### config.mk
export PLATFORM = sky130hd
export DESIGN_NAME = cpu_beat
export DESIGN_NICKNAME = d
export VERILOG_FILES = /design/src/logic/vtl_pkg.sv /design/src/logic/cpu_beat.sv
export SDC_FILE = /design/constraint.sdc
export NUM_CORES = 1
export LEC_CHECK = 0
export ABC_AREA = 1
export BUFFER_PORTS_ARGS = -buffer_cell sky130_fd_sc_hd__buf_2
export CAP_MARGIN = 20
export CORE_AREA = 5 5 42 44
export CTS_BUF_LIST = sky130_fd_sc_hd__clkbuf_2
export CTS_CLUSTER_DIAMETER = 60
export DETAILED_ROUTE_END_ITERATION = 8
export DIE_AREA = 0 0 47 49
export GPL_TIMING_DRIVEN = 0
export PLACE_DENSITY_LB_ADDON = 0.12
export SLEW_MARGIN = 5
export SYNTH_ARGS = -nofsm -noshare
export SYNTH_HDL_FRONTEND = slang
export SYNTH_SLANG_ARGS = --single-unit
### constraint.sdc
create_clock -name F14M -period 0.93 [get_ports F14M]
set_clock_uncertainty 0.15 [all_clocks]
set_input_delay 0.093 -clock F14M [delete_from_list [all_inputs] [get_ports F14M]]
set_output_delay 0.093 -clock F14M [all_outputs]
set_load 0.02 [all_outputs]
### src/logic/vtl_pkg.sv
// shared timing constants, port numbers, palette and bus structs for the video chip
// other files reach these through vtl_pkg:: scoped names
package vtl_pkg;

	// horizontal timing in F14M clocks
	localparam int HSW          = 66;   // hsync width
	localparam int HBP          = 70;   // back porch
	localparam int H_VISIBLE    = 798;
	localparam int HFP          = 10;   // front porch
	localparam int LEFT_BORDER  = 72;
	localparam int ACTIVE_WIDTH = 640;

	// vertical timing in lines
	localparam int V_LINES       = 313;
	localparam int TOP_BORDER    = 65;
	localparam int ACTIVE_HEIGHT = 192;
	localparam int VSYNC_LINES   = 4;
	localparam int VBLANK_LINES  = 2;

	// z80 i/o ports
	localparam logic [7:0] PORT_BANK0       = 8'h40;  // 0x40..0x43
	localparam logic [7:0] PORT_VDC_MODE    = 8'h44;
	localparam logic [7:0] PORT_VDC_COLORS  = 8'h45;
	localparam logic [7:0] PORT_JOY0_DIR    = 8'h2b;
	localparam logic [7:0] PORT_JOY0_FIRE   = 8'h27;
	localparam logic [7:0] PORT_JOY1_DIR    = 8'h2e;
	localparam logic [7:0] PORT_JOY1_FIRE   = 8'h2d;
	localparam logic [7:0] PORT_IMG_SIZE0   = 8'ha0;  // four bytes, lsb first
	localparam logic [7:0] PORT_IMG_MOUNTED = 8'ha4;

	// mapped i/o window inside bank 2
	localparam logic [3:0]  MAPPED_BANK = 4'd2;
	localparam logic [13:0] MAPPED_LO   = 14'h2800;
	localparam logic [13:0] MAPPED_HI   = 14'h2fff;

	typedef logic [3:0] color_t;
	typedef logic [15:0][11:0] palette_t;

	// 4 bits per channel, entry 15 listed first
	localparam palette_t PALETTE = {
		12'hfff, 12'hcf0, 12'hf9f, 12'hf45,  // white, br yellow, br magenta, br red
		12'h4ff, 12'h0f0, 12'h88f, 12'h555,  // br cyan, br green, br blue, dark grey
		12'h999, 12'h780, 12'hf0f, 12'ha00,  // grey, yellow, magenta, red
		12'h08f, 12'h080, 12'h00f, 12'h000   // cyan, green, blue, black
	};

	// cpu pins after inversion, all active high
	typedef struct packed {
		logic        mreq;
		logic        iorq;
		logic        rd;
		logic        wr;
		logic [15:0] addr;
		logic [7:0]  dout;
	} cpu_bus_t;

	// one-clock strobes from the beat decoder
	typedef struct packed {
		logic mem_write;  // phase 1
		logic mem_latch;  // phase 2, memory read
		logic write_end;  // phase 2
		logic io_write;
		logic io_read;
	} cpu_access_t;

	typedef struct packed {
		logic   graphics_on;
		logic   page_7;   // video ram in page 7, else page 3
		color_t border;
		color_t fg;
		color_t bg;
	} vdc_cfg_t;

endpackage

### src/logic/cpu_beat.sv
// four-clock z80 beat: CPUENA pulse, skipped beat on a new MREQ,
// and the one-clock access strobes used by the register and SDRAM blocks
`timescale 1ns/1ps

module cpu_beat (
	input  logic                  F14M,
	input  logic                  RESET,
	input  vtl_pkg::cpu_bus_t     bus,
	input  logic [2:0]            slot,
	output logic                  CPUENA,
	output vtl_pkg::cpu_access_t  access
);

	logic [1:0] phase;
	logic       mreq_old;
	logic       skip_beat;

	assign phase = slot[1:0];  // beat repeats twice per slot group

	// phase 3 samples MREQ, phase 0 runs the cpu for one clock
	always_ff @(posedge F14M) begin
		if (RESET) begin
			mreq_old  <= 1'b0;
			skip_beat <= 1'b0;
			CPUENA    <= 1'b0;
		end else begin
			if (phase == 2'd3) begin
				mreq_old  <= bus.mreq;
				skip_beat <= !mreq_old && bus.mreq;  // rising MREQ, give memory a beat
			end
			CPUENA <= (phase == 2'd0) && !skip_beat;
		end
	end

	// strobes stay low for the whole skipped beat
	always_comb begin
		access = '0;
		if (!skip_beat) begin
			if (phase == 2'd1)
				access.mem_write = bus.mreq && bus.wr;
			if (phase == 2'd2) begin
				access.mem_latch = bus.mreq && bus.rd;
				access.write_end = bus.mreq && bus.wr;
				access.io_write  = bus.iorq && bus.wr;
				access.io_read   = bus.iorq && bus.rd;
			end
		end
	end

endmodule

# Yosys cells after proc, flatten, opt, wreduce, memory -nomap -nowiden
# Index checks and enable logic that the tools add are counted.
[totals]
regBits = 3
word_cells = 18
[classes]
n_eq_ne = 3
mux = 3
reduce_logical = 9
[ops]
columns = ["cell", "n"]
rows = [
  ["1-bit logical AND", 6],
  ["5-bit two-way mux", 1],
  ["2-bit == test, second input constant", 2],
  ["4-bit two-way mux", 1],
  ["2-bit by 1-bit == test with 1-bit output, second input constant", 1],
  ["1-bit logical NOT", 2],
  ["2-bit logical NOT", 1],
  ["1-bit two-way mux", 1],
]

# Longest topological paths before layout
[depth]
word_depth = 3
ltp_mapped = 4
ltp_nobuf = 4

# Worst setup path before layout
# Ideal clock, no wire load.
[synth_path]
kind = "register to output"
start = "register skip_beat"
end = "output access[2] in the netlist's numbering"
t_arrival_ns = 0.738
slack_ns = -0.051
path_stages_with_launch = 4
cell_sequence = "dfxtp_1 inv_1 nand2_1 nor2_1"
[synth_rtl]
columns = ["element", "line", "rtl"]
rows = [
  ["from (decl)", "cpu_beat.sv:16", "logic skip_beat;"],
  ["from (signal assigned)", "cpu_beat.sv:29", "skip_beat <= !mreq_old && bus.mreq;"],
  ["to (decl)", "cpu_beat.sv:11", "output vtl_pkg::cpu_access_t access"],
]

==> out/metrics.yaml <==
status:
  status: "finished, violations left"
  violations: "negative hold slack, negative setup slack"
grt:
  grt_max_degree: 5
  global_route.usage.met3_pct: 3.69
  grt_pass1_wl_um: 924
  antenna_found_initial: 0
  grtUsageMet1_pct: 5.90
  gr-usage-met2_pct: 7.92
  grt_overflow_total: 0
  gr-usage-all-layers_pct: 5.90
  first_global_vias: 232
  grt_busiest_layer: "met2"
power_and_ir_drop:
  clock_power_share_pct: 44.6
  power_uw: 416
  power_density_nw_per_um2: 1310
  power_switching_uw: 127
  swShare_pct: 30.5
  ir_worst_vdd_mv: 0.448
  pwr-share-seq_pct: 34.0
  internal_power_uw: 289
  p_comb_share_pct: 21.4
  power_leakage_nw: 0.168
logic_synthesis:
  synth.most_common_cell: "nand2_1"
  ys_types: 7
  ys_seq_area_share_pct: 37.2
  synth_edf_count: 0
  synth_seq_cells: 3
  synth_nets: 62
  synth.avg_cell_area_um2: 5.57
  synth_area_leaders: "dfxtp_1 (37%), nand2_1 (23%), nor2_1 (21%)"
  synth_top_area_share_pct: 37.2
  postSynth.asyncResetShare_pct: 0
  synth_warnings: 0
  syn_inst: 29
  yosys-top-cells-count: "nand2_1 (10), nor2_1 (9), inv_1 (4)"
  synthFlopType: "dfxtp_1"
  synth_top_area_cell: "dfxtp_1"
  syn_area_um2: 161
sta:
  setup_viol: 5
  worst_slack_ps: -206
  post-route-period-util_pct: 122
  rsz0062_at_grt: "yes"
  drv_slew: 0
  hold_viol: 3
  timing.final.crit_period_ps: 1140
  tightest_slew_ps: 150
  max_slew_margin_pct: 89.9
  hold_ws_ps: -43.7
  fmax_mhz: 880
layout:
  finalInstanceArea_um2: 317
  final_nets: 80
  nFillCells: 181
  drive_gt1_share_pct: 54.3
  finish.utilization_pct: 22.6
  syn2layout_area_growth_pct: 96.1
  diodes: 0
floorplanning:
  num_rows: 14
  dieWidth_um: 47
  start_util_pct: 11.5
  die-area_um2: 2300
  design.core.area_um2: 1400
  pin_count: 39
  die_height_um: 49
worst_hold_path:
  hold_path_class: "in -> reg"
job:
  maxCapViolCount: 0
setup_path:
  cp_cell_sequence: "inv_4, nand2_4, nor2_2, buf_6"
  worstSetupPathType: "reg -> out"
  slowest_delay_ps: 330
  crit_required_ps: 690
  cp_max_fo: 3
  cp_slowest_cell: "dfxtp_2"
  critPathCaptureType: "output pin"
  setup.worst_path.start_class: "flip-flop"
  crit_buf_inv: 2
  cp.arrival_ps: 890
  path_delay_family: "flip-flops"
clock_network:
  postCtsSetupBuffers: 0
  clk_pin_slew_ps: 50
  cts-root-buf: "clkbuf_2"
  htreeDepth: 1
  cts.sinks: 3
  cts_tree: "done"
  clockBufferDepth: 2
  cts-buffers-inserted: 3
  clk_latency_ps: 210
routing:
  routed_wl_um: 514
  drt_first_pass_iters: 4
  viasPerCell: 3.66
  first_iter_violations: 5
  drc_errors: 0
  wl_per_cell_um: 8.29
  vias: 227
  drt.antenna.violating_nets: 0
placement:
  numPortBuffers: 13
  placed_area_um2: 251
  gp_congestion: 0.656
cell families after synthesis:
logic type	share of synthesized area, %
buffers and inverters	9.30
and+or+nand+nor	50.4
DFF	37.2
AOI/OAI and AO/OA	3.10
layer usage:
metal	vias up	wire length [µm]
li1	120	-
met1	103	219
met2	4	274
met3	0	19
met4	0	0
met5	-	0
sequential cells by signal (all words and copies together), names as in the netlist:
| name | flops |
|---|---|
| skip_beat | 1 |
| mreq_old | 1 |
| CPUENA | 1 |
path summary, 6_finish.rpt:
path         cells after the start  startpoint   endpoint  slack [ps]
max                              4   skip_beat  access[2]        -210
min                              2     slot[0]     CPUENA         -40
max reg2reg                      4   skip_beat  skip_beat         130
min reg2reg                      1   skip_beat     CPUENA         310
worst reg2reg max path: cells and delay by family, from the launching register on:
family	cells	cell delay (ps)
buffers and inverters	1	70
flip-flops	1	330
AND/OR/NAND/NOR	3	140
layout by cell type, fill, tap and decap left out:
cell type,instances
nand2_1,8
buf_2,7
nor2_1,5
nor2_2,4
clkbuf_2,4
inv_1,3
buf_6,3
buf_4,3
dfxtp_1,2
inv_4,1
nand2_4,1
nand2_2,1
nand3_1,1
nor3_1,1
a21oi_1,1
dfxtp_2,1
metrics by stage:
step,std cells,TNS [ps],hold WS (ps),setup WS (ps)
2_1_floorplan,29,-154,18.9,-51.4
5_1_grt,62,-1310,-56.2,-273
4_1_cts,62,-1120,-63.6,-234
3_5_place_dp,58,-301,161,-66.1
3_3_place_gp,58,-387,167,-91.1
6_report,62,-981,-43.7,-206
power by group through the flow:
stage / Clock [mW] / Combinational, mW / Sequential, mW
2_1_floorplan: 0 / 0.0404 / 0.143
3_3_place_gp: 0 / 0.0754 / 0.141
3_5_place_dp: 0 / 0.0734 / 0.142
4_1_cts: 0.195 / 0.0827 / 0.141
5_1_grt: 0.210 / 0.0986 / 0.142
6_report: 0.185 / 0.0890 / 0.142
layout make-up:
type                    count  area, µm²  area share (%)
clock buffers               4       20.0            6.32
inverters                   4       17.5            5.53
multi-input cells          22        106            33.6
flip-flops and latches      3       61.3            19.4
well taps                  16       20.0            6.32
repair buffers             13       91.3            28.9
what timing repair did:
item | 4_1_cts | 5_1_grt
hold endpoints to repair | 3 | 3
gates resized for setup | 11 | 6
setup endpoints to repair | 5 | 6
pin swaps | 5 | 1
gates cloned | 0 | 0
Note: power is estimated with default switching activity, not from simulation.
