[config.mk]
export PLATFORM = sky130hd
export DESIGN_NAME = sdram_slots
export DESIGN_NICKNAME = d
export VERILOG_FILES = /design/src/logic/vtl_pkg.sv /design/src/logic/sdram_slots.sv
export SDC_FILE = /design/constraint.sdc
export NUM_CORES = 1
export LEC_CHECK = 0
export BUFFER_PORTS_ARGS = -buffer_cell sky130_fd_sc_hd__buf_2
export CAP_MARGIN = 20
export CORE_ASPECT_RATIO = 0.75
export CORE_MARGIN = 2
export CORE_UTILIZATION = 38
export CTS_BUF_LIST = sky130_fd_sc_hd__clkbuf_8
export DETAILED_ROUTE_END_ITERATION = 10
export PLACE_DENSITY = 0.8
export SLEW_MARGIN = 5
export SYNTH_ARGS = -nofsm -noshare
export SYNTH_HDL_FRONTEND = slang
export SYNTH_SLANG_ARGS = --single-unit
[constraint.sdc]
create_clock -name F14M -period 3 [get_ports F14M]
set_input_delay 0.6 -clock F14M [delete_from_list [all_inputs] [get_ports F14M]]
set_output_delay 0.6 -clock F14M [all_outputs]
set_load 0.01 [all_outputs]
[src/logic/vtl_pkg.sv]
// shared timing constants, port numbers, palette and bus structs for the video chip
// other files reach these through vtl_pkg:: scoped names
package vtl_pkg;

	// horizontal timing in F14M clocks
	localparam int HSW          = 66;   // hsync width
	localparam int HBP          = 70;   // back porch
	localparam int H_VISIBLE    = 798;
	localparam int HFP          = 10;   // front porch
	localparam int LEFT_BORDER  = 72;
	localparam int ACTIVE_WIDTH = 640;

	// vertical timing in lines
	localparam int V_LINES       = 313;
	localparam int TOP_BORDER    = 65;
	localparam int ACTIVE_HEIGHT = 192;
	localparam int VSYNC_LINES   = 4;
	localparam int VBLANK_LINES  = 2;

	// z80 i/o ports
	localparam logic [7:0] PORT_BANK0       = 8'h40;  // 0x40..0x43
	localparam logic [7:0] PORT_VDC_MODE    = 8'h44;
	localparam logic [7:0] PORT_VDC_COLORS  = 8'h45;
	localparam logic [7:0] PORT_JOY0_DIR    = 8'h2b;
	localparam logic [7:0] PORT_JOY0_FIRE   = 8'h27;
	localparam logic [7:0] PORT_JOY1_DIR    = 8'h2e;
	localparam logic [7:0] PORT_JOY1_FIRE   = 8'h2d;
	localparam logic [7:0] PORT_IMG_SIZE0   = 8'ha0;  // four bytes, lsb first
	localparam logic [7:0] PORT_IMG_MOUNTED = 8'ha4;

	// mapped i/o window inside bank 2
	localparam logic [3:0]  MAPPED_BANK = 4'd2;
	localparam logic [13:0] MAPPED_LO   = 14'h2800;
	localparam logic [13:0] MAPPED_HI   = 14'h2fff;

	typedef logic [3:0] color_t;
	typedef logic [15:0][11:0] palette_t;

	// 4 bits per channel, entry 15 listed first
	localparam palette_t PALETTE = {
		12'hfff, 12'hcf0, 12'hf9f, 12'hf45,  // white, br yellow, br magenta, br red
		12'h4ff, 12'h0f0, 12'h88f, 12'h555,  // br cyan, br green, br blue, dark grey
		12'h999, 12'h780, 12'hf0f, 12'ha00,  // grey, yellow, magenta, red
		12'h08f, 12'h080, 12'h00f, 12'h000   // cyan, green, blue, black
	};

	// cpu pins after inversion, all active high
	typedef struct packed {
		logic        mreq;
		logic        iorq;
		logic        rd;
		logic        wr;
		logic [15:0] addr;
		logic [7:0]  dout;
	} cpu_bus_t;

	// one-clock strobes from the beat decoder
	typedef struct packed {
		logic mem_write;  // phase 1
		logic mem_latch;  // phase 2, memory read
		logic write_end;  // phase 2
		logic io_write;
		logic io_read;
	} cpu_access_t;

	typedef struct packed {
		logic   graphics_on;
		logic   page_7;   // video ram in page 7, else page 3
		color_t border;
		color_t fg;
		color_t bg;
	} vdc_cfg_t;

endpackage

[src/logic/sdram_slots.sv]
// shares the SDRAM port between the video fetch in slot 7 and the cpu in beat phase 1
// address is page or bank on top of a 14-bit offset
`timescale 1ns/1ps

module sdram_slots (
	input  logic                 F14M,
	input  logic                 RESET,
	input  logic [2:0]           slot,
	input  vtl_pkg::cpu_access_t access,
	input  vtl_pkg::vdc_cfg_t    cfg,
	input  logic [3:0]           bank,
	input  logic                 bank_is_ram,
	input  logic                 mapped_io,
	input  vtl_pkg::cpu_bus_t    bus,
	input  logic [13:0]          video_offset,
	output logic [24:0]          sdram_addr,
	output logic [7:0]           sdram_din,
	output logic                 sdram_rd,
	output logic                 sdram_wr
);

	logic [24:0] video_addr;
	logic [24:0] cpu_addr;

	assign video_addr = {7'd0, (cfg.page_7 ? 4'h7 : 4'h3), video_offset};
	assign cpu_addr   = {7'd0, bank, bus.addr[13:0]};

	always_ff @(posedge F14M) begin
		if (slot == 3'd7)
			sdram_addr <= video_addr;
		else if (slot[1:0] == 2'd1)  // cpu phase 1, slots 1 and 5
			sdram_addr <= cpu_addr;
		if (access.mem_write)
			sdram_din <= bus.dout;
	end

	always_ff @(posedge F14M) begin
		if (RESET) begin
			sdram_rd <= 1'b0;
			sdram_wr <= 1'b0;
		end else begin
			if (slot == 3'd3)
				sdram_rd <= 1'b0;  // refresh gap
			else if (slot == 3'd7 || slot == 3'd4 || slot[1:0] == 2'd1)
				sdram_rd <= 1'b1;
			if (access.mem_write && !mapped_io)
				sdram_wr <= bank_is_ram;  // rom banks ignore writes
			else if (access.write_end)
				sdram_wr <= 1'b0;
		end
	end

endmodule

# After elaboration in Yosys (flattened, before gate mapping)
# Cells that the tools add are included.
# classes
eq_ne,4
muxes,5
reduce_logical,7
# op_table
op,count
18-bit two-way mux,2
"3-bit == test, second input constant",2
2-bit nonzero test,2
"3-bit by 2-bit == test with 1-bit output, second input constant",1
3-bit two-way mux,1
"2-bit by 1-bit == test with 1-bit output, second input constant",1
1-bit logical OR,2
1-bit two-way mux,2
2-bit OR reduction,1
1-bit logical AND,1
1-bit zero test,1
# word_totals
regBits,28
in_bits,72
output_inout_bits,35

# Longest topological paths before layout
# depth
word_depth,3
ltp_mapped,3
mapped_depth_nobuf,3

# Least setup slack after synthesis
# OpenSTA, ideal clock, no wires.
# synth_path
kind,input-to-reg
from,in slot[2]
to,"reg sdram_addr[0], enable pin"
setup_ps,421
arrival_ps,2006
slack_ps,574
stages,2
n_path_buf,0
cell_sequence,inv_1 > a21boi_0
# synth_via
elab_chain_len,2
# synth_lines
element,line,source
start: declaration,sdram_slots.sv:8,"input logic [2:0] slot,"
3-bit == test,sdram_slots.sv:29,if (slot == 3'd7)
2-bit nonzero test (no line),n/a,
end signal: assignment,sdram_slots.sv:30,sdram_addr <= video_addr;
end signal: assignment,sdram_slots.sv:32,sdram_addr <= cpu_addr;
end: declaration,sdram_slots.sv:16,"output logic [24:0] sdram_addr,"
# Every way passes these cells.
# A chain may end at the register's enable or synchronous reset.

# Final worst setup path
# layout_path
from,reg sdram_addr[4]
to,out sdram_addr[4]
# No word-level cell between the ends.

==> impl_table.tex <==
\begin{tabular}{lr}
\hline
Metric & Value \\
\hline
\multicolumn{2}{l}{\textbf{Run status}} \\
\quad Result of the run & finished, final reports clean \\
\multicolumn{2}{l}{\textbf{Hold path}} \\
\quad Classification of the worst-slack hold path & input port to register \\
\multicolumn{2}{l}{\textbf{STA}} \\
\quad Number of slew-limit violations in the final report & 0 \\
\quad Post-layout min period & 1.41 ns \\
\quad Final-report hold violation count & 0 \\
\quad RSZ-0062 raised after global routing & false \\
\quad Maximum achievable frequency & 0.707 GHz \\
\quad Post-route clock period utilization & 0.472 \\
\quad Number of endpoints failing setup at the final stage & 0 \\
\quad Clk\_skew & 0 ns \\
\quad Setup ws final & 1.59 ns \\
\quad Fin Setup TNS & 0 ns \\
\multicolumn{2}{l}{\textbf{Global route}} \\
\quad Number of global-route vias before repair & 825 \\
\quad Number of antenna violations at the first check in global routing & 0 \\
\quad Total routing resource utilization after global routing & 0.134 \\
\quad Largest net degree at the start of global routing & 19 \\
\quad First-pass GRT wire length & 3400 um \\
\quad Overflow after GRT & 0 \\
\multicolumn{2}{l}{\textbf{Synthesis}} \\
\quad Share of the synthesized area in the top cell type & 0.663 \\
\quad Number of distinct library cell variants in the gate-level netlist after synthesis & 17 \\
\quad Avg Synthesized Cell Area & 18.1 um2 \\
\quad Seq cells post-synth & 28 \\
\quad Share of the yosys chip area belonging to registers & 0.697 \\
\quad Number of instances in the synthesized netlist & 65 \\
\quad Synthesized cell area & 1180 um2 \\
\quad Leading post-synthesis cells by cell area & edfxtp\_1 66\%, mux2\_4 8.9\%, mux2\_2 7.7\% \\
\quad Yosys warning total & 0 \\
\quad Cell taking the most area after synthesis & edfxtp\_1 \\
\multicolumn{2}{l}{\textbf{Power and ir drop}} \\
\quad Leakage power figure & 0.770 nW \\
\quad Power per standard cell area & 501 nW/um2 \\
\quad Worst supply voltage drop on vdd & 374 uV \\
\multicolumn{2}{l}{\textbf{Place}} \\
\quad Post-Place Setup Slack & 1.33 ns \\
\quad Placed wire-length estimate & 1800 um \\
\quad Number of port buffers & 77 \\
\quad Routability-driven placement congestion ratio & 0.652 \\
\quad Placed instance count & 179 \\
\multicolumn{2}{l}{\textbf{Layout}} \\
\quad Post-Layout Cell Count & 183 \\
\quad Layout cell share with drive strength beyond 1 & 0.683 \\
\quad Multi-input combinational cell area & 312 um2 \\
\quad Storage cell area & 821 um2 \\
\quad Count of inserted antenna diode cells & 0 \\
\quad Final core utilization & 0.553 \\
\quad Synthesis-to-layout area growth & 38.9\% \\
\quad Fillers & 253 \\
\quad Number of nets in the final layout & 218 \\
\multicolumn{2}{l}{\textbf{Clocking}} \\
\quad Total setup buffers inserted after CTS & 0 \\
\quad Number of hold buffers added after cts & 0 \\
\quad Maximum buffer depth of the clock tree & 2 \\
\quad Worst-skew pair later-pin latency & 0.26 ns \\
\quad CTS tree & built \\
\quad Number of resized instances in the post-cts repair step & 0 \\
\quad Clock slew at the register clock pins of the worst setup and hold paths & 0.09 ns \\
\quad Inserted Clock Buffers & 3 \\
\quad Count of H-tree levels built during CTS & 1 \\
\quad Number of sinks handled by clock tree synthesis & 28 \\
\quad Root Driver & clkbuf\_8 \\
\multicolumn{2}{l}{\textbf{Critical path}} \\
\quad Crit path required time & 2.40 ns \\
\quad Worst setup EP type & primary output \\
\quad CP Buf/Inv Count & 1 \\
\quad Series of cell instances along the critical path & buf\_2 \\
\quad Kind of start point of the critical path & register \\
\quad Crit Path Category & register to primary output \\
\quad Master of the slowest instance on the critical path & edfxtp\_1 \\
\quad Max incr delay on CP & 0.40 ns \\
\quad Signal arrival time at the worst endpoint & 0.81 ns \\
\quad Crit path max-delay family & flip-flops \\
\quad Worst Path Max Fanout & 1 \\
\multicolumn{2}{l}{\textbf{Route}} \\
\quad Number of nets with antenna violations after detailed routing & 0 \\
\quad Number of vias per cell & 4.44 \\
\quad First DRT Iteration DRCs & 27 \\
\quad Length of the first detailed-routing pass in iterations & 4 \\
\quad Routed vias & 812 \\
\quad Wirelength per Cell & 12.1 um \\
\quad Drc violations & 0 \\
\quad Routed Wire Length & 2220 um \\
\multicolumn{2}{l}{\textbf{Floorplanning}} \\
\quad CORE AREA & 2960 um2 \\
\quad Die Span Y & 52.2 um \\
\quad Row Count & 17 \\
\quad Width of the die & 68.3 um \\
\quad Die area & 3560 um2 \\
\quad Io pins & 107 \\
\quad Starting density of the core & 0.398 \\
\multicolumn{2}{l}{\textbf{Run}} \\
\quad Count of maximum capacitance violations & 0 \\
\hline
\end{tabular}
==> Yosys cell counts, drive strengths merged <==
| cell | instances |
|---|---|
| nand2b | 3 |
| mux2 | 15 |
| and2 | 1 |
| inv | 2 |
| dfxtp | 2 |
| nand3 | 1 |
| nor2b | 1 |
| a21boi | 1 |
| edfxtp | 26 |
| nor2 | 1 |
| a311oi | 1 |
| a211oi | 1 |
| mux2i | 1 |
| buf | 8 |
| conb | 1 |
==> cells by family (layout without fill, tap and decap cells) <==
kind of cell           after synthesis  in the layout  share of synthesized area
DFF                                 28             28                      0.697
other                                1              7                    0.00319
buffers and inverters               10             84                     0.0606
muxes                               16             16                      0.174
AOI/OAI and AO/OA                    3              3                     0.0202
and+or+nand+nor                      7              7                     0.0446
==> flip-flops by register name (all words and copies together) (netlist names) <==
signal and flops:
sdram_addr 18, sdram_din 8, sdram_rd 1, sdram_wr 1
==> cell type report <==
type | instances | area share
repair buffers | 78 | 0.240
flip-flops and latches | 28 | 0.502
inverters | 2 | 0.00459
well taps | 38 | 0.0291
multi-input cells | 33 | 0.191
clock buffers | 4 | 0.0337
==> per-layer routing <==
layer / GRT usage / part of all wire / vias to the layer above
met5: 0 / 0 / -
met4: 0.0367 / 0.0072 / 0
li1: - / - / 386
met2: 0.235 / 0.48 / 57
met1: 0.140 / 0.38 / 367
met3: 0.0688 / 0.13 / 2
==> layout by cell type, fill, tap and decap left out, drive strengths merged <==
cell type	instances
clkbuf	4
nand2b	3
a21boi	1
conb	7
nor2	1
inv	2
buf	78
mux2i	1
edfxtp	26
nand3	1
mux2	15
a211oi	1
dfxtp	2
a311oi	1
and2	1
nor2b	1
==> where the power goes <==
group / switching (mW) / leakage [nW] / internal (mW)
Sequential: 0.00856 / 0.268 / 0.465
Combinational: 0.0604 / 0.474 / 0.0651
Clock: 0.103 / 0.0288 / 0.117
Total: 0.172 / 0.770 / 0.647
==> metrics by stage <==
step	power, mW	hold slack, ns	cell area (um2)
2_1_floorplan	0.545	0.625	1200
3_3_place_gp	0.604	0.580	1580
3_5_place_dp	0.610	0.634	1580
4_1_cts	0.831	0.504	1640
5_1_grt	0.862	0.491	1640
6_report	0.819	0.511	1640
==> worst register-to-register path: stages (launching register included) <==
cell and delay [ns]:
dfxtp_1 0.33, a211oi_1 0.23, a311oi_1 0.07
==> path summary, 6_finish.rpt <==
check	from	endpoint	slack (ns)	depth (start not counted)
worst min register to register	sdram_wr$_SDFFE_PP0P_	sdram_wr$_SDFFE_PP0P_	0.65	3
worst max register to register	sdram_rd$_SDFFE_PP0P_	sdram_rd$_SDFFE_PP0P_	2.25	2
worst max-delay path	sdram_addr[4]$_DFFE_PP_	sdram_addr[4]	1.59	1
worst min-delay path	bus[0]	sdram_din[0]$_DFFE_PP_	0.51	1
Power figures use the tool's default switching activity.
