### config.mk
export PLATFORM = sky130hd
export DESIGN_NAME = raster_timing
export DESIGN_NICKNAME = d
export VERILOG_FILES = /design/src/logic/vtl_pkg.sv /design/src/logic/raster_timing.sv
export SDC_FILE = /design/constraint.sdc
export NUM_CORES = 1
export LEC_CHECK = 0
export BUFFER_PORTS_ARGS = -buffer_cell sky130_fd_sc_hd__buf_2
export CORE_MARGIN = 2
export CORE_UTILIZATION = 30
export CTS_BUF_LIST = sky130_fd_sc_hd__clkbuf_8
export DETAILED_ROUTE_END_ITERATION = 8
export PLACE_DENSITY = 0.62
export SETUP_SLACK_MARGIN = 0.4
export SLEW_MARGIN = 20
export SYNTH_ARGS = -nofsm -noshare
export SYNTH_HDL_FRONTEND = slang
export SYNTH_SLANG_ARGS = --single-unit
### constraint.sdc
create_clock -name F14M -period 1.67 [get_ports F14M]
set_clock_uncertainty 0.1 [all_clocks]
set_input_delay 0.334 -clock F14M [delete_from_list [all_inputs] [get_ports F14M]]
set_output_delay 0.334 -clock F14M [all_outputs]
set_load 0.005 [all_outputs]
### src/logic/vtl_pkg.sv
// shared timing constants, port numbers, palette and bus structs for the video chip
// other files reach these through vtl_pkg:: scoped names
package vtl_pkg;

	// horizontal timing in F14M clocks
	localparam int HSW          = 66;   // hsync width
	localparam int HBP          = 70;   // back porch
	localparam int H_VISIBLE    = 798;
	localparam int HFP          = 10;   // front porch
	localparam int LEFT_BORDER  = 72;
	localparam int ACTIVE_WIDTH = 640;

	// vertical timing in lines
	localparam int V_LINES       = 313;
	localparam int TOP_BORDER    = 65;
	localparam int ACTIVE_HEIGHT = 192;
	localparam int VSYNC_LINES   = 4;
	localparam int VBLANK_LINES  = 2;

	// z80 i/o ports
	localparam logic [7:0] PORT_BANK0       = 8'h40;  // 0x40..0x43
	localparam logic [7:0] PORT_VDC_MODE    = 8'h44;
	localparam logic [7:0] PORT_VDC_COLORS  = 8'h45;
	localparam logic [7:0] PORT_JOY0_DIR    = 8'h2b;
	localparam logic [7:0] PORT_JOY0_FIRE   = 8'h27;
	localparam logic [7:0] PORT_JOY1_DIR    = 8'h2e;
	localparam logic [7:0] PORT_JOY1_FIRE   = 8'h2d;
	localparam logic [7:0] PORT_IMG_SIZE0   = 8'ha0;  // four bytes, lsb first
	localparam logic [7:0] PORT_IMG_MOUNTED = 8'ha4;

	// mapped i/o window inside bank 2
	localparam logic [3:0]  MAPPED_BANK = 4'd2;
	localparam logic [13:0] MAPPED_LO   = 14'h2800;
	localparam logic [13:0] MAPPED_HI   = 14'h2fff;

	typedef logic [3:0] color_t;
	typedef logic [15:0][11:0] palette_t;

	// 4 bits per channel, entry 15 listed first
	localparam palette_t PALETTE = {
		12'hfff, 12'hcf0, 12'hf9f, 12'hf45,  // white, br yellow, br magenta, br red
		12'h4ff, 12'h0f0, 12'h88f, 12'h555,  // br cyan, br green, br blue, dark grey
		12'h999, 12'h780, 12'hf0f, 12'ha00,  // grey, yellow, magenta, red
		12'h08f, 12'h080, 12'h00f, 12'h000   // cyan, green, blue, black
	};

	// cpu pins after inversion, all active high
	typedef struct packed {
		logic        mreq;
		logic        iorq;
		logic        rd;
		logic        wr;
		logic [15:0] addr;
		logic [7:0]  dout;
	} cpu_bus_t;

	// one-clock strobes from the beat decoder
	typedef struct packed {
		logic mem_write;  // phase 1
		logic mem_latch;  // phase 2, memory read
		logic write_end;  // phase 2
		logic io_write;
		logic io_read;
	} cpu_access_t;

	typedef struct packed {
		logic   graphics_on;
		logic   page_7;   // video ram in page 7, else page 3
		color_t border;
		color_t fg;
		color_t bg;
	} vdc_cfg_t;

endpackage

### src/logic/raster_timing.sv
// line and frame counters with negative syncs and the blank and border regions
// hcnt[2:0] doubles as the bus slot counter
`timescale 1ns/1ps

module raster_timing #(
	parameter int H_TOTAL = 944,
	parameter int V_LINES = 313
) (
	input  logic       F14M,
	input  logic       RESET,
	output logic [9:0] hcnt,
	output logic [9:0] vcnt,
	output logic [2:0] slot,
	output logic       hsync,
	output logic       vsync,
	output logic       in_blank,
	output logic       in_border
);

	localparam int H_START = vtl_pkg::HSW + vtl_pkg::HBP;        // first visible clock
	localparam int H_END   = H_START + vtl_pkg::H_VISIBLE;
	localparam int X_START = H_START + vtl_pkg::LEFT_BORDER;     // first active clock
	localparam int X_END   = X_START + vtl_pkg::ACTIVE_WIDTH;
	localparam int Y_END   = vtl_pkg::TOP_BORDER + vtl_pkg::ACTIVE_HEIGHT;

	always_ff @(posedge F14M) begin
		if (RESET) begin
			hcnt <= '0;
			vcnt <= '0;
		end else if (hcnt == 10'(H_TOTAL - 1)) begin
			hcnt <= '0;
			if (vcnt == 10'(V_LINES - 1))
				vcnt <= '0;
			else
				vcnt <= vcnt + 10'd1;
		end else begin
			hcnt <= hcnt + 10'd1;
		end
	end

	assign slot = hcnt[2:0];

	assign hsync = !(hcnt < 10'(vtl_pkg::HSW));          // low during sync
	assign vsync = !(vcnt < 10'(vtl_pkg::VSYNC_LINES));

	assign in_blank = (hcnt < 10'(H_START)) || (hcnt >= 10'(H_END)) ||
		(vcnt < 10'(vtl_pkg::VBLANK_LINES));

	// top and bottom bands plus left and right bands
	assign in_border = (vcnt < 10'(vtl_pkg::TOP_BORDER)) || (vcnt >= 10'(Y_END)) ||
		(hcnt < 10'(X_START)) || (hcnt >= 10'(X_END));

endmodule

=== Yosys cells after proc, flatten, opt, wreduce, memory -nomap -nowiden ===
Index checks and enable logic that the tools add are counted.

* Add/subtract/negate cells: 2
* $lt $le $gt $ge: 9
* Equal/unequal tests: 2
* Muxes and demuxes: 1
* Reduce and logical (&&, ||, !) cells: 8

{| class="wikitable"
|+ Operators with widths
! cell !! number
|-
| $add 10x1->10 const B || 2
|-
| $ge 10x10->1 const B || 2
|-
| $lt 10x7->1 const B || 2
|-
| $lt 10x8->1 const B || 2
|-
| $eq 10x10->1 const B || 1
|-
| $eq 10x9->1 const B || 1
|-
| $ge 10x9->1 const B || 1
|-
| $lt 10x2->1 const B || 1
|-
| $lt 10x3->1 const B || 1
|-
| $mux 10 || 1
|-
| $logic_or 1x1->1 || 5
|-
| $logic_not 1->1 || 2
|-
| $reduce_or 2->1 || 1
|}

* Register bits after elaboration: 20
* Input bits: 2
* Output and inout port bits: 27

=== Longest topological paths before layout ===
* Depth in word-level cells: 4
* Depth in mapped cells: 7

=== Worst setup path before layout ===
Ideal clock, no wire load.

* Kind: flip-flop to flip-flop
* From: register hcnt[1]
* To: register vcnt[8]
* Setup time: 70 ps
* Data arrival time: 1674 ps
* Required time: 1500 ps
* Slack: -174 ps
* Cell stages (with the launch flop): 7
* Clock period less this slack: 1844 ps
* Cell sequence: dfxtp_1 ha_1 and3_2 buf_4 nand3_4 or4_1 a21oi_1

* Word-level cells in the longest chain between the ends: 1

{| class="wikitable"
|+ RTL lines
! item !! RTL line !! RTL
|-
| start: declaration || raster_timing.sv:11 || <nowiki>output logic [9:0] hcnt,</nowiki>
|-
| start signal: assignment || raster_timing.sv:37 || <nowiki>hcnt <= hcnt + 10'd1;</nowiki>
|-
| $eq 10x10->1 || raster_timing.sv:30 || <nowiki>end else if (hcnt == 10'(H_TOTAL - 1)) begin</nowiki>
|-
| end signal: assignment || raster_timing.sv:35 || <nowiki>vcnt <= vcnt + 10'd1;</nowiki>
|-
| end: declaration || raster_timing.sv:12 || <nowiki>output logic [9:0] vcnt,</nowiki>
|}

No other way between the ends.
A chain may end at the register's enable or synchronous reset.

=== Worst setup path after layout ===
* From: register hcnt[5]
* To: output in_blank

* Word-level cells in the longest chain between the ends: 3

{| class="wikitable"
|+ RTL lines
! item !! RTL line !! RTL
|-
| $lt 10x8->1 / $ge 10x10->1 (equally long branches) || raster_timing.sv:46 || <nowiki>assign in_blank = (hcnt < 10'(H_START)) || (hcnt >= 10'(H_END)) ||</nowiki>
|-
| $logic_or 1x1->1 * (2 in a row) || raster_timing.sv:46 ||
|-
| end: declaration || raster_timing.sv:16 || <nowiki>output logic in_blank,</nowiki>
|}

Every way passes the cells marked *; elsewhere a longest branch is shown, timed or not.

==> key figures <==
Global route
  – First-pass GRT wire length: 6030 um
  – Initial antenna violation count: 0
  – Number of global-route vias before repair: 1373
  – Largest net degree at the start of global routing: 12
  – Gr ovfl total: 0
  – GRT Total Usage: about 18%

Logic synthesis
  – Seq/Total Area, Yosys: 33.5%
  – Synth warn: 0
  – Unique masters post-synth: 40
  – Post-Syn Area: 1190 um2
  – Mapped Avg Cell Area: 8.47 um2
  – #FFs+latches synth: 20
  – Synth Instances: 141
  – Syn nets: 148

Layout
  – Final nets: 216
  – Utilization after layout: a little under three fifths
  – Area growth, synth to finish: 78.3%
  – Non-Filler Instances: 256
  – Post-route cell area: 2130 um2
  – Inserted Diodes: 0
  – Layout cell share with drive strength beyond 1: 59.6%

Clock network
  – CTS tree: done
  – Clk pin slew, worst setup/hold paths: 0.09 ns
  – Clk buf depth: 2
  – CTS sink count: 20
  – Root Buffer: clkbuf_8
  – Worst-skew pair later-pin latency: 0.27 ns
  – CTS Hold Bufs: 0
  – TritonCTS Buffers: 3
  – H-tree levels: 1

Route
  – 1st-iter DRT viols: 36
  – DR vias/cell: 5.21
  – Antenna-violating nets left: 0
  – Drt pass-1 iters: 4
  – Drt wl/cell: 16.2 um
  – # DRC: 0
  – Routed WL: 4140 um
  – Vias: 1335

Setup path
  – Max Fanout on Critical Path: 3
  – Crit start category: flip-flop
  – Crit. End Element: output port
  – Crit-path cells: or4_4, a211oi_2, a21oi_2, o21ai_1, buf_2
  – FF-to-FF End: vcnt[8]
  – Worst r2r path cells: 6
  – Reg2Reg Setup Slack: -0.15 ns
  – Critical Path RT: 1.24 ns
  – Slowest Stage Delay on Critical Path: 0.53 ns
  – R2r startpoint: hcnt[4]
  – Crit path max-delay cell type: or4_4
  – Crit Path Category: reg -> out
  – Arr. time, crit path: about 1.6 ns

Hold path
  – Hold depth: 2
  – Hold Startpoint: RESET
  – Hold Path Sink: vcnt[2]
  – Worst hold path class: in -> reg

Power and ir drop
  – Seq pwr share: 52.5%
  – P_int: 0.679 mW
  – Sw Ratio: 24.6%
  – Clk pwr share: between 30% and 40%
  – Cell Pwr Density: between 400 and 500 nW/um2
  – Combinational Power Share: 9.7%
  – Switch Pwr: 0.222 mW
  – P_leak: 0.912 nW
  – Post-route total power: 0.901 mW
  – VDD IR max: slightly above 500 uV

Floorplan
  – Die Ht: 67.1 um
  – Number of I/O pins: 29
  – Site row count: 22
  – CORE AREA: 3740 um2
  – Starting Density: 31.9%
  – Die ar.: 4500 um2
  – Die X-Extent: 67.1 um

Placement
  – Gp weighted congestion: 0.838
  – Area post-placement: 1620 um2
  – Pre-CTS WS: -0.0599 ns
  – Placed Cells: roughly 240
  – DP HPWL: around 2500 um
  – PortBufs: 28

Timing
  – F_max: 489 MHz
  – Max Slew Vio Count: 0
  – Worst setup margin: -0.376 ns
  – Fin crit period: ~2.0 ns
  – RSZ-0062 raised after global routing: true
  – Final period util: 123%
  – Hold Fails Final Rpt: 0
  – Worst slew pin tran: just under 0.3 ns
  – Max_slew headroom: 80.7%
  – Final setup viols: 12

Flow run
  – Max_cap viols: 0

Outcome
  – Violated checks: negative setup slack
  – Status: complete, but fails checks
[routing by layer]
metal | up-vias | share of wire, % | GRT usage, %
li1 | 640 | - | -
met1 | 647 | 43 | 20.3
met2 | 36 | 51 | 30.1
met3 | 12 | 4.5 | 3.38
met4 | 0 | 2.1 | 9.18
met5 | - | 0 | 0
[registers in the layout, indices dropped and copies added, names as in the netlist]
register and count:
hcnt 10, vcnt 10
[what timing repair did]
action,CTS,global route
setup endpoints to repair,43,45
pin swaps,8,6
resized for setup,66,27
buffers inserted,6,9
[layout by cell type, fill, tap and decap left out, types with 5 or more instances in the layout]
| cell type | n |
|---|---|
| a21oi_1 | 7 |
| buf_2 | 7 |
| buf_4 | 16 |
| buf_6 | 51 |
| dfxtp_2 | 7 |
| dfxtp_4 | 13 |
| inv_1 | 5 |
| nand2_1 | 6 |
| nand3_1 | 8 |
| nor2_1 | 10 |
| nor2_2 | 6 |
| o31ai_1 | 5 |
| xnor2_1 | 6 |
[layout make-up]
class | count | area, um2
Tap cell | 48 | 60.1
Fill cell | 317 | 1620
Clock buffer | 3 | 41.3
Inverter | 5 | 18.8
Clock inverter | 1 | 3.75
Sequential cell | 20 | 458
Multi-Input combinational cell | 105 | 817
Timing Repair Buffer | 74 | 729
[how the worst max path moves through the flow]
stage,startpoint,endpoint,slack [ns]
global route,hcnt[5],in_blank,-0.49
detailed placement,vcnt[7],vcnt[6],-0.06
CTS,hcnt[5],in_blank,-0.35
global placement,hcnt[5],in_blank,-0.07
floorplan,hcnt[5],in_blank,-0.02
finish,hcnt[5],in_blank,-0.38
[synthesized netlist by cell type (all sizes together)]
cell | n | area share [%]
a211o | 2 | 1.5
a211oi | 1 | 0.63
a21boi | 1 | 0.63
a21o | 1 | 0.63
a21oi | 8 | 3.4
and2 | 1 | 0.52
and3 | 6 | 3.4
and4 | 3 | 2.2
buf | 9 | 4.6
clkbuf | 2 | 0.63
dfxtp | 20 | 34
ha | 5 | 5.2
inv | 5 | 1.6
mux2i | 1 | 0.84
nand2 | 6 | 1.9
nand2b | 1 | 0.52
nand3 | 12 | 6.1
nand4 | 2 | 1.0
nand4b | 1 | 0.73
nor2 | 17 | 5.3
nor3 | 3 | 1.3
nor3b | 1 | 1.6
nor4 | 2 | 1.0
o211a | 1 | 0.84
o211ai | 1 | 0.63
o21a | 1 | 0.63
o21ai | 3 | 1.3
o21bai | 2 | 2.2
o31ai | 5 | 3.1
or2b | 1 | 0.63
or3 | 2 | 1.0
or3b | 1 | 0.73
or4 | 4 | 2.8
xnor2 | 6 | 4.4
xor2 | 4 | 2.9
[cell families after synthesis]
group / after synthesis / synth area share, %
fa+ha+maj: 5 / 5.24
buf+inv: 16 / 6.81
flops: 20 / 33.5
simple gates: 63 / 30.8
compound gates: 26 / 15.4
mux: 1 / 0.839
xor+xnor: 10 / 7.34
[worst max-delay path, delay by kind of cell, from the launching register on]
family | cells | cell delay (ns)
compound gates | 3 | 0.36
flops | 1 | 0.33
simple gates | 1 | 0.53
buf+inv | 1 | 0.12
[power groups by stage]
stage | Sequential (mW) | Combinational (mW) | Clock [mW]
CTS | 0.479 | 0.0716 | 0.338
global route | 0.474 | 0.0956 | 0.377
global placement | 0.500 | 0.0529 | 0
detailed placement | 0.500 | 0.0537 | 0
floorplan | 0.504 | 0.0330 | 0
finish | 0.473 | 0.0875 | 0.341
[per-stage QoR]
stage | hold slack, ns | setup TNS (ns)
final | 0.272 | -1.80
after detailed placement | 0.348 | -0.382
after global placement | 0.347 | -0.266
after global routing | 0.287 | -2.84
after CTS | 0.272 | -1.36
after floorplan | 0.343 | -0.121
(Power assumes the default switching activity.)
