===== config.mk =====
export PLATFORM = sky130hd
export DESIGN_NAME = gr5_pixel_out
export DESIGN_NICKNAME = d
export VERILOG_FILES = /design/src/logic/vtl_pkg.sv /design/src/logic/gr5_pixel_out.sv
export SDC_FILE = /design/constraint.sdc
export NUM_CORES = 1
export LEC_CHECK = 0
export BUFFER_PORTS_ARGS = -buffer_cell sky130_fd_sc_hd__buf_2
export CORE_MARGIN = 4
export CORE_UTILIZATION = 45
export CTS_CLUSTER_SIZE = 14
export DETAILED_ROUTE_END_ITERATION = 10
export PLACE_DENSITY = 0.85
export REMOVE_ABC_BUFFERS = 1
export SYNTH_ARGS = -nofsm -noshare
export SYNTH_HDL_FRONTEND = slang
export SYNTH_SLANG_ARGS = --single-unit

===== constraint.sdc =====
create_clock -name F14M -period 4.17 [get_ports F14M]
set_clock_uncertainty 0.05 [all_clocks]
set_input_delay 0.2085 -clock F14M [delete_from_list [all_inputs] [get_ports F14M]]
set_output_delay 0.2085 -clock F14M [all_outputs]
set_load 0.1 [all_outputs]

===== src/logic/vtl_pkg.sv =====
// shared timing constants, port numbers, palette and bus structs for the video chip
// other files reach these through vtl_pkg:: scoped names
package vtl_pkg;

	// horizontal timing in F14M clocks
	localparam int HSW          = 66;   // hsync width
	localparam int HBP          = 70;   // back porch
	localparam int H_VISIBLE    = 798;
	localparam int HFP          = 10;   // front porch
	localparam int LEFT_BORDER  = 72;
	localparam int ACTIVE_WIDTH = 640;

	// vertical timing in lines
	localparam int V_LINES       = 313;
	localparam int TOP_BORDER    = 65;
	localparam int ACTIVE_HEIGHT = 192;
	localparam int VSYNC_LINES   = 4;
	localparam int VBLANK_LINES  = 2;

	// z80 i/o ports
	localparam logic [7:0] PORT_BANK0       = 8'h40;  // 0x40..0x43
	localparam logic [7:0] PORT_VDC_MODE    = 8'h44;
	localparam logic [7:0] PORT_VDC_COLORS  = 8'h45;
	localparam logic [7:0] PORT_JOY0_DIR    = 8'h2b;
	localparam logic [7:0] PORT_JOY0_FIRE   = 8'h27;
	localparam logic [7:0] PORT_JOY1_DIR    = 8'h2e;
	localparam logic [7:0] PORT_JOY1_FIRE   = 8'h2d;
	localparam logic [7:0] PORT_IMG_SIZE0   = 8'ha0;  // four bytes, lsb first
	localparam logic [7:0] PORT_IMG_MOUNTED = 8'ha4;

	// mapped i/o window inside bank 2
	localparam logic [3:0]  MAPPED_BANK = 4'd2;
	localparam logic [13:0] MAPPED_LO   = 14'h2800;
	localparam logic [13:0] MAPPED_HI   = 14'h2fff;

	typedef logic [3:0] color_t;
	typedef logic [15:0][11:0] palette_t;

	// 4 bits per channel, entry 15 listed first
	localparam palette_t PALETTE = {
		12'hfff, 12'hcf0, 12'hf9f, 12'hf45,  // white, br yellow, br magenta, br red
		12'h4ff, 12'h0f0, 12'h88f, 12'h555,  // br cyan, br green, br blue, dark grey
		12'h999, 12'h780, 12'hf0f, 12'ha00,  // grey, yellow, magenta, red
		12'h08f, 12'h080, 12'h00f, 12'h000   // cyan, green, blue, black
	};

	// cpu pins after inversion, all active high
	typedef struct packed {
		logic        mreq;
		logic        iorq;
		logic        rd;
		logic        wr;
		logic [15:0] addr;
		logic [7:0]  dout;
	} cpu_bus_t;

	// one-clock strobes from the beat decoder
	typedef struct packed {
		logic mem_write;  // phase 1
		logic mem_latch;  // phase 2, memory read
		logic write_end;  // phase 2
		logic io_write;
		logic io_read;
	} cpu_access_t;

	typedef struct packed {
		logic   graphics_on;
		logic   page_7;   // video ram in page 7, else page 3
		color_t border;
		color_t fg;
		color_t bg;
	} vdc_cfg_t;

endpackage


===== src/logic/gr5_pixel_out.sv =====
// GR5 640x192 mono pixel path: fetch address, byte latch, shifter and palette
// rgb lags the counters by two clocks
`timescale 1ns/1ps

module gr5_pixel_out (
	input  logic              F14M,
	input  logic              RESET,
	input  logic [9:0]        hcnt,
	input  logic [9:0]        vcnt,
	input  logic              in_blank,
	input  logic              in_border,
	input  vtl_pkg::vdc_cfg_t cfg,
	input  logic [7:0]        sdram_dout,
	output logic [13:0]       video_offset,
	output logic [5:0]        r,
	output logic [5:0]        g,
	output logic [5:0]        b
);

	localparam int X_START    = vtl_pkg::HSW + vtl_pkg::HBP + vtl_pkg::LEFT_BORDER;
	localparam int FETCH_LEAD = 16;  // address runs two bytes ahead of the beam

	logic [9:0]      xfetch;
	logic [7:0]      ycnt;
	logic [13:0]     row_base;
	logic [7:0]      ram_data;
	logic [7:0]      shifter;
	vtl_pkg::color_t pixel;
	logic [11:0]     rgb;

	assign xfetch = hcnt - 10'(X_START - FETCH_LEAD);
	assign ycnt   = 8'(vcnt - 10'(vtl_pkg::TOP_BORDER));

	// scrambled row layout, y7:y6 appear twice so the row step is 80 bytes
	assign row_base = {ycnt[2:0], ycnt[5:3], ycnt[7:6], ycnt[7:6], 4'b0000};
	assign video_offset = row_base + 14'(xfetch[9:3]);

	// X_START is a multiple of 8, so hcnt[2:0] tracks the byte phase
	always_ff @(posedge F14M) begin
		if (hcnt[2:0] == 3'd1)
			ram_data <= sdram_dout;  // video slot data
		if (hcnt[2:0] == 3'd7)
			shifter <= ram_data;
		else if (!in_blank && !in_border)
			shifter <= shifter >> 1;  // lsb is leftmost pixel
	end

	always_ff @(posedge F14M) begin
		if (RESET) begin
			pixel <= '0;
			rgb   <= '0;
		end else begin
			if (in_blank)
				pixel <= '0;
			else if (in_border)
				pixel <= cfg.border;
			else if (cfg.graphics_on && shifter[0])
				pixel <= cfg.fg;
			else
				pixel <= cfg.bg;  // also the whole area with graphics off
			rgb <= vtl_pkg::PALETTE[pixel];
		end
	end

	assign r = {rgb[11:8], 2'b00};
	assign g = {rgb[7:4], 2'b00};
	assign b = {rgb[3:0], 2'b00};

endmodule


Word-level counts from Yosys, hierarchy flattened
Memories as Yosys holds them, arrays and structs flattened. A register that Yosys moved wholly into a read port is not among the register bits.
Index checks and enable logic that the tools add are counted.
Widths: inputs -> output; s select.
Storage, ports and cells
  memory bits (read-only): 192
  register bits: 20
  RAM bits: 0
  memories kept: 1
  output and inout port bits: 32
  bits in latches: 0
  input bits: 46
Memory list
  (name not given): depth 16, bits a word 12, read ports 1, clocked after Yosys merged registers in 1, write ports 0, line gr5_pixel_out.sv:61  | rgb <= vtl_pkg::PALETTE[pixel];
Cells by class
  divide/modulo/power cells: 0
  add/sub/neg operators: 3
  mux-type cells: 4
  equal/unequal tests: 2
  $lt $le $gt $ge: 0
  shift operators: 0
  reduce and logical (&&, ||, !) cells: 6
  $mul: 0
  bitwise operators: 0
Operators with widths (number)
  $mux 8: 2
  $add 14x7->14: 1
  $sub 10x8->10 const B: 1
  $mux 4: 2
  $sub 8x7->8 const B: 1
  $eq 3x1->1 const B: 1
  $eq 3x3->1 const B: 1
  $logic_and 1x1->1: 2
  $logic_not 1->1: 2
  $reduce_bool 2->1: 1
  $reduce_or 2->1: 1

Logic depth before layout (Yosys ltp)
Gate-level depths: netlist of the first run.
  word-level depth: 4
  gate-level depth with buffers: 10
  depth with buffers taken out: 10

Least setup slack after synthesis of the first run
Ideal clock, no wire load.
  path kind: in2out
  start point: input port vcnt[0]
  end point: output port video_offset[13]
  stages on the path: 9
  data arrival time: 3.342 ns
  path slack: 0.570 ns
  required time: 3.912 ns
  cell sequence: inv_1 > ha_1 > nor3b_1 > nand2_1 > and2_1 > ha_1 > a21oi_1 > a211oi_1 > xnor2_1
On the way
  cells in the longest elaborated chain, start to end: 2
Ends and longest elaborated chain
  start, declared: line gr5_pixel_out.sv:9  | input logic [9:0] vcnt,
  $sub 8x7->8: line gr5_pixel_out.sv:32  | assign ycnt = 8'(vcnt - 10'(vtl_pkg::TOP_BORDER));
  $add 14x7->14: line gr5_pixel_out.sv:36  | assign video_offset = row_base + 14'(xfetch[9:3]);
  end, declared: line gr5_pixel_out.sv:14  | output logic [13:0] video_offset,
Every way passes these cells.

Final worst setup path of the first run
  start point: input port vcnt[0]
  end point: output port video_offset[9]
Same word-level chain as after synthesis.

==> results of run 1 <==
-- critical path, delay by kind of cell --
kind | cells | cell delay, ns
AOI/OAI and AO/OA | 2 | 0.46
xor gates and xnor gates | 1 | 0.15
adders and majority gates | 2 | 0.50
buffers and inverters | 3 | 0.66
and+or+nand+nor | 3 | 0.87
-- cell families after synthesis --
group / synth area share, %
AND/OR/NAND/NOR: 14.41
AO/OA/AOI/OAI: 16.63
flip-flops: 39.41
buffers and inverters: 8.250
XOR/XNOR: 7.266
adder cells (fa/ha/maj): 8.005
multiplexers: 5.850
other: 0.1846
-- where the power goes --
group / switching [mW] / internal (mW) / total (mW) / leakage (nW)
Clock: 0.111 / 0.192 / 0.303 / 0.0588
Combinational: 0.272 / 0.0785 / 0.350 / 0.743
Sequential: 0.00724 / 0.347 / 0.354 / 0.282
Total: 0.389 / 0.617 / 1.01 / 1.08
-- flip-flops by register name, summed over array words and instances, names as in the netlist --
name      cells
rgb          12
ram_data      8
shifter       8
pixel         4
-- final cells by class --
type	count	area, sq um
inverter	13	48.80
clock inverter	2	33.78
clock buffer	6	82.58
tap	52	65.06
fill	391	1931
timing repair buffer	62	310.3
sequential	32	800.8
multi-input combinational	150	1082
-- cell usage after synthesis, types with 2 or more instances --
library cell	number
mux2_2	7
a221oi_2	2
xnor2_1	9
buf_4	9
nand2_1	14
mux2i_1	4
dfxtp_1	16
nand4_1	2
a221oi_1	3
a31oi_1	2
xor2_1	6
a21oi_1	16
clkbuf_1	4
and3_1	2
a211oi_1	3
inv_1	12
a21boi_0	2
nand3_1	5
ha_1	13
nor3b_1	4
edfxtp_1	16
a22oi_1	2
buf_6	2
nor3_1	8
nor2_1	11
o21ai_0	5
-- stage by stage --
step	setup slack (ns)	cell area, sq um
finish	1.063	2424
CTS	1.054	2424
global route	0.7942	2424
floorplan	0.5696	1932
detailed placement	1.059	2307
global placement	1.144	2307
-- metal layers --
metal / global-route usage (%) / vias up
met5: 0 / -
met4: 6.019 / 0
met3: 4.005 / 5
met2: 25.34 / 55
met1: 20.02 / 736
li1: - / 850
-- cell usage in the layout (no fill, tap or decap), types with 7 or more instances in the layout --
| cell | instances |
|---|---|
| inv_1 | 12 |
| xnor2_1 | 9 |
| nand2_1 | 14 |
| ha_1 | 13 |
| nor3_1 | 8 |
| buf_2 | 62 |
| edfxtp_1 | 16 |
| nor2_1 | 11 |
| mux2_2 | 7 |
| dfxtp_1 | 16 |
| a21oi_1 | 16 |
-- path summary, 6_finish.rpt --
| kind | startpoint | end | depth (start not counted) | slack [ns] |
|---|---|---|---|---|
| max | vcnt[0] | video_offset[9] | 11 | 1.06 |
| min | sdram_dout[1] | ram_data[1]$_DFFE_PN_ | 1 | 0.05 |
| max reg2reg | pixel[3]$_SDFF_PP0_ | rgb[4]$_SDFF_PP0_ | 5 | 2.68 |
| min reg2reg | shifter[4]$_DFFE_PP_ | shifter[3]$_DFFE_PP_ | 1 | 0.50 |
==> out/qor.yml, run 1 <==
status: "finished, final reports clean"
rows: 24
routed-wl-met3_um: 286
grt_pass1_vias: 1528
power.total_mw: 1.007
setup_viol: 0
period_needed_ns: 3.107
cts.sinks: 32
peakVddDrop_uv: 336.0
utilization_pct: 55.66
slew_headroom_pct: 15.80
cts_resized: 0
cp-start-kind: "primary input"
period_share_pct: 74.50
chipHeight_um: 75.20
yosys.area.top_type: "edfxtp_1"
fmax_mhz: 321.9
yosysTopAreaCellShare_pct: 23.65
wl_met1_mm: 1.838
drtIter0Drc: 101
antenna_found_initial: 0
hold_class: "in2reg"
whs_ns: 0.04962
core_sq_um: 4354
synth-main-ff-cell: "edfxtp_1"
leakagePower_nw: 1.083
wl_per_cell_um: 13.68
critical_path_class: "in2out"
drv_slew: 0
grt_overflow: 0
highest_layer: "met4"
critical-path-max-stage-delay_ns: 0.44
place.gp.congestion: 0.8211
ioPinCount: 78
critPathArrivalTime_ns: 2.85
area_delta_synth_final_pct: 19.27
async_flop_share_pct: 0
cts_buffers: 5
powerDensity_nw_per_um2: 415.4
clk_path_buf_depth: 2
final_nets: 323
final.setup.tns_ns: 0
critPathSlowestCell: "buf_2"
clock_latency_ns: 0.28
gr-usage-all-layers_pct: 15.64
dp_hpwl_mm: 3.359
via_per_inst: 5.192
ys_warn_count: 0
dr_total_vias: 1646
firstDrtPassIters: 4
netlist_top_cells_area: "edfxtp_1 24%, dfxtp_1 16%, ha_1 8.0%"
cp_max_fo: 7
post-cts-setup-buffers: 0
worstMarginPinSlew_ns: 1.250
die_w_um: 75.20
clkTransAtPathRegs_ns: 0.07
grt_pass1_wl_mm: 6.762
insertedDiodeCount: 0
drive_above_1_share_pct: 31.70
ys_seq_elements: 32
dpl.cell_count: 309
yosysSeqAreaShare_pct: 39.41
drc: 0
cts_root_buf: "clkbuf_8"
htree_levels: 2
cts_tree: "done"
cp.required_ns: 3.91
final_antenna_net_count: 0
rsz0062_at_grt: "no"
crit_path_cell_trace: "buf_2, inv_1, ha_1, nor3b_1, nand2_1, and2_1, ha_1, a21oi_1, a211oi_1, xor2_1, buf_2"
numPortBuffers: 62
wirelength_mm: 4.337
wl_met2_mm: 2.153
stdcell_count: 317
yosys.cell_types.count: 53
synthCells: 206
cap_violations: 0
cts-hold-fix-buffers: 0
cp-end-kind: "primary output"
avgSynthCellArea_sq_um: 9.864
die_area_sq_um: 5654
initial_core_util_pct: 46.67
syn_area_sq_um: 2032
grt_max_degree: 16
hold_viol: 0
synth_edf_count: 16
Note: power is estimated with default switching activity, not from simulation.
==> run 2, diff against run 1 <==
--- a/config.mk
+++ b/config.mk
@@ -7,10 +7,10 @@
 export LEC_CHECK = 0
 export BUFFER_PORTS_ARGS = -buffer_cell sky130_fd_sc_hd__buf_2
 export CORE_MARGIN = 4
-export CORE_UTILIZATION = 45
+export CORE_UTILIZATION = 44
 export CTS_CLUSTER_SIZE = 14
 export DETAILED_ROUTE_END_ITERATION = 10
-export PLACE_DENSITY = 0.85
+export PLACE_DENSITY = 0.87
 export REMOVE_ABC_BUFFERS = 1
 export SYNTH_ARGS = -nofsm -noshare
 export SYNTH_HDL_FRONTEND = slang
==> constraint.sdc (replaced) <==
create_clock -name F14M -period 2.7 [get_ports F14M]
set_clock_uncertainty 0.05 [all_clocks]
set_input_delay 0.135 -clock F14M [delete_from_list [all_inputs] [get_ports F14M]]
set_output_delay 0.135 -clock F14M [all_outputs]
set_load 0.1 [all_outputs]
==> out/qor.yml, run 2 (same netlist as run 1, synthesis figures left out) <==
setup_viol: 0  # unchanged
area_delta_synth_final_pct: 32.57
reg_top3: "rgb (12), ram_data (8), shifter (8)"
grt_overflow: 0  # unchanged
final_cell_mix: "54 x buf_2, 16 x dfxtp_1, 16 x edfxtp_1"
via_per_inst: 5.246  # +1.0%
grt_pass1_wl_mm: 7.362  # +8.9%
ioPinCount: 78  # unchanged
wirelength_mm: 4.606  # +6.2%
period_share_pct: 93.12
gr-usage-all-layers_pct: 15.83  # +0.20 points
period_needed_ns: 2.514
final_nets: 340  # +5.3%
timing.final.ws_setup_ns: 0.1857  # -0.8775 ns
dr_total_vias: 1752  # +6.4%
chipHeight_um: 75.96  # +1.0%
clk_path_buf_depth: 2  # unchanged
place.gp.congestion: 0.7807  # -4.9%
drc: 0  # unchanged
die_w_um: 75.96  # +1.0%
powerDensity_nw_per_um2: 604.8  # +46%
pre_cts_ws_ns: 0.02455  # -1.035 ns
cp-start-kind: "primary input"
cp.required_ns: 2.52  # -1.39 ns
largest_register: "rgb"
critPathArrivalTime_ns: 2.33  # -0.52 ns
status: "finished, final reports clean"
cts_root_buf: "clkbuf_8"
ff2ff_setup_slack_ns: 1.22  # -1.46 ns
clock_latency_ns: 0.28  # about the same
cts_buffers: 5  # unchanged
hold_viol: 0  # unchanged
final_antenna_net_count: 0  # unchanged
clkTransAtPathRegs_ns: 0.06  # about the same
grt_max_degree: 16  # unchanged
htree_levels: 2  # unchanged
drv_slew: 0  # unchanged
hold_class: "in2reg"
wl_per_cell_um: 13.79  # +0.80%
core_sq_um: 4414  # +1.4%
rows: 24  # unchanged
largest_reg_flops: 12  # unchanged
drive_above_1_share_pct: 34.04  # +2.3 points
peakVddDrop_uv: 442.5  # +32%
critical_path_class: "in2out"
post-cts-setup-buffers: 0  # unchanged
die_area_sq_um: 5769  # +2.0%
dp_hpwl_mm: 3.329  # -0.87%
initial_core_util_pct: 46.03  # -0.63 points
cp-end-kind: "primary output"
cp_max_fo: 6  # -1
fmax_mhz: 397.7
cap_violations: 0  # unchanged
leakagePower_nw: 1.201  # +11%
numPortBuffers: 62  # unchanged
firstDrtPassIters: 4  # unchanged
dpl.cell_count: 318  # +2.9%
insertedDiodeCount: 0  # unchanged
final_common_cell: "buf_2"
drtIter0Drc: 84  # -17%
whs_ns: 0.03712  # -0.01250 ns
cts_tree: "done"
antenna_found_initial: 0  # unchanged
cts.sinks: 32  # unchanged
grt_pass1_vias: 1640  # +7.3%
stdcell_count: 334  # +5.4%
[run 2: changes by cell type in the layout (fill, tap and decap cells not counted), moves of 8 or more]
| cell | before | now |
|---|---|---|
| buf_2 | 62 | 54 |
| buf_4 | 0 | 9 |
| buf_12 | 0 | 8 |
| dlygate4sd3_1 | 0 | 8 |
[run 2: per-layer routing]
layer	track usage [%]	vias up	wire length (um)
met1	16.80	774	1790
met2	27.23	78	2301
li1	-	886	-
met4	8.719	0	172
met5	0	-	0
met3	5.332	14	341
[run 2: layout make-up]
class                      instances  area, sq um
timing repair buffer              79        578.1
clock inverter                     2        35.03
sequential                        32        800.8
inverter                          13        48.80
fill                             347         1720
tap                               52        65.06
multi-input combinational        150         1094
clock buffer                       6        72.57
[run 2: critical path, stage by stage]
cell	delay [ns]
buf_2	0.14
nor4_1	0.28
buf_4	0.17
a211o_2	0.13
nand2_1	0.10
xnor2_1	0.19
ha_1	0.23
nor2_1	0.06
a221oi_1	0.24
o21bai_1	0.12
xnor2_1	0.30
buf_12	0.22
[run 2: what timing repair did]
item / CTS / global route
endpoints found under the hold margin: 8 / 0
gates resized for setup: 0 / 3
setup endpoints to repair: 0 / 7
hold buffers: 8 / 0
[run 2: worst paths after layout]
check	start	end	cells after the start
worst min register to register	ram_data[4]$_DFFE_PN_	shifter[4]$_DFFE_PP_	1
worst max register to register	pixel[3]$_SDFF_PP0_	rgb[4]$_SDFF_PP0_	5
worst max-delay path	vcnt[2]	video_offset[8]	12
worst min-delay path	in_blank	pixel[1]$_SDFF_PP0_	2
[run 2: where the power goes]
part	leakage (nW)	internal [mW]	switching (mW)
sequential	0.282	0.535	0.0113
combinational	0.864	0.204	0.438
clock	0.0552	0.273	0.167
total	1.20	1.01	0.617
[run 2: through the flow]
step           setup TNS [ns]  utilization (%)  cell area [sq um]  total power [mW]
5_1_grt             -0.002791            61.03               2694             1.693
2_1_floorplan          -3.748                -               1932            0.9898
3_5_place_dp                0            56.52               2495             1.182
6_report                    0            61.03               2694             1.629
4_1_cts                     0            60.77               2683             1.627
3_3_place_gp                0            56.52               2495             1.177
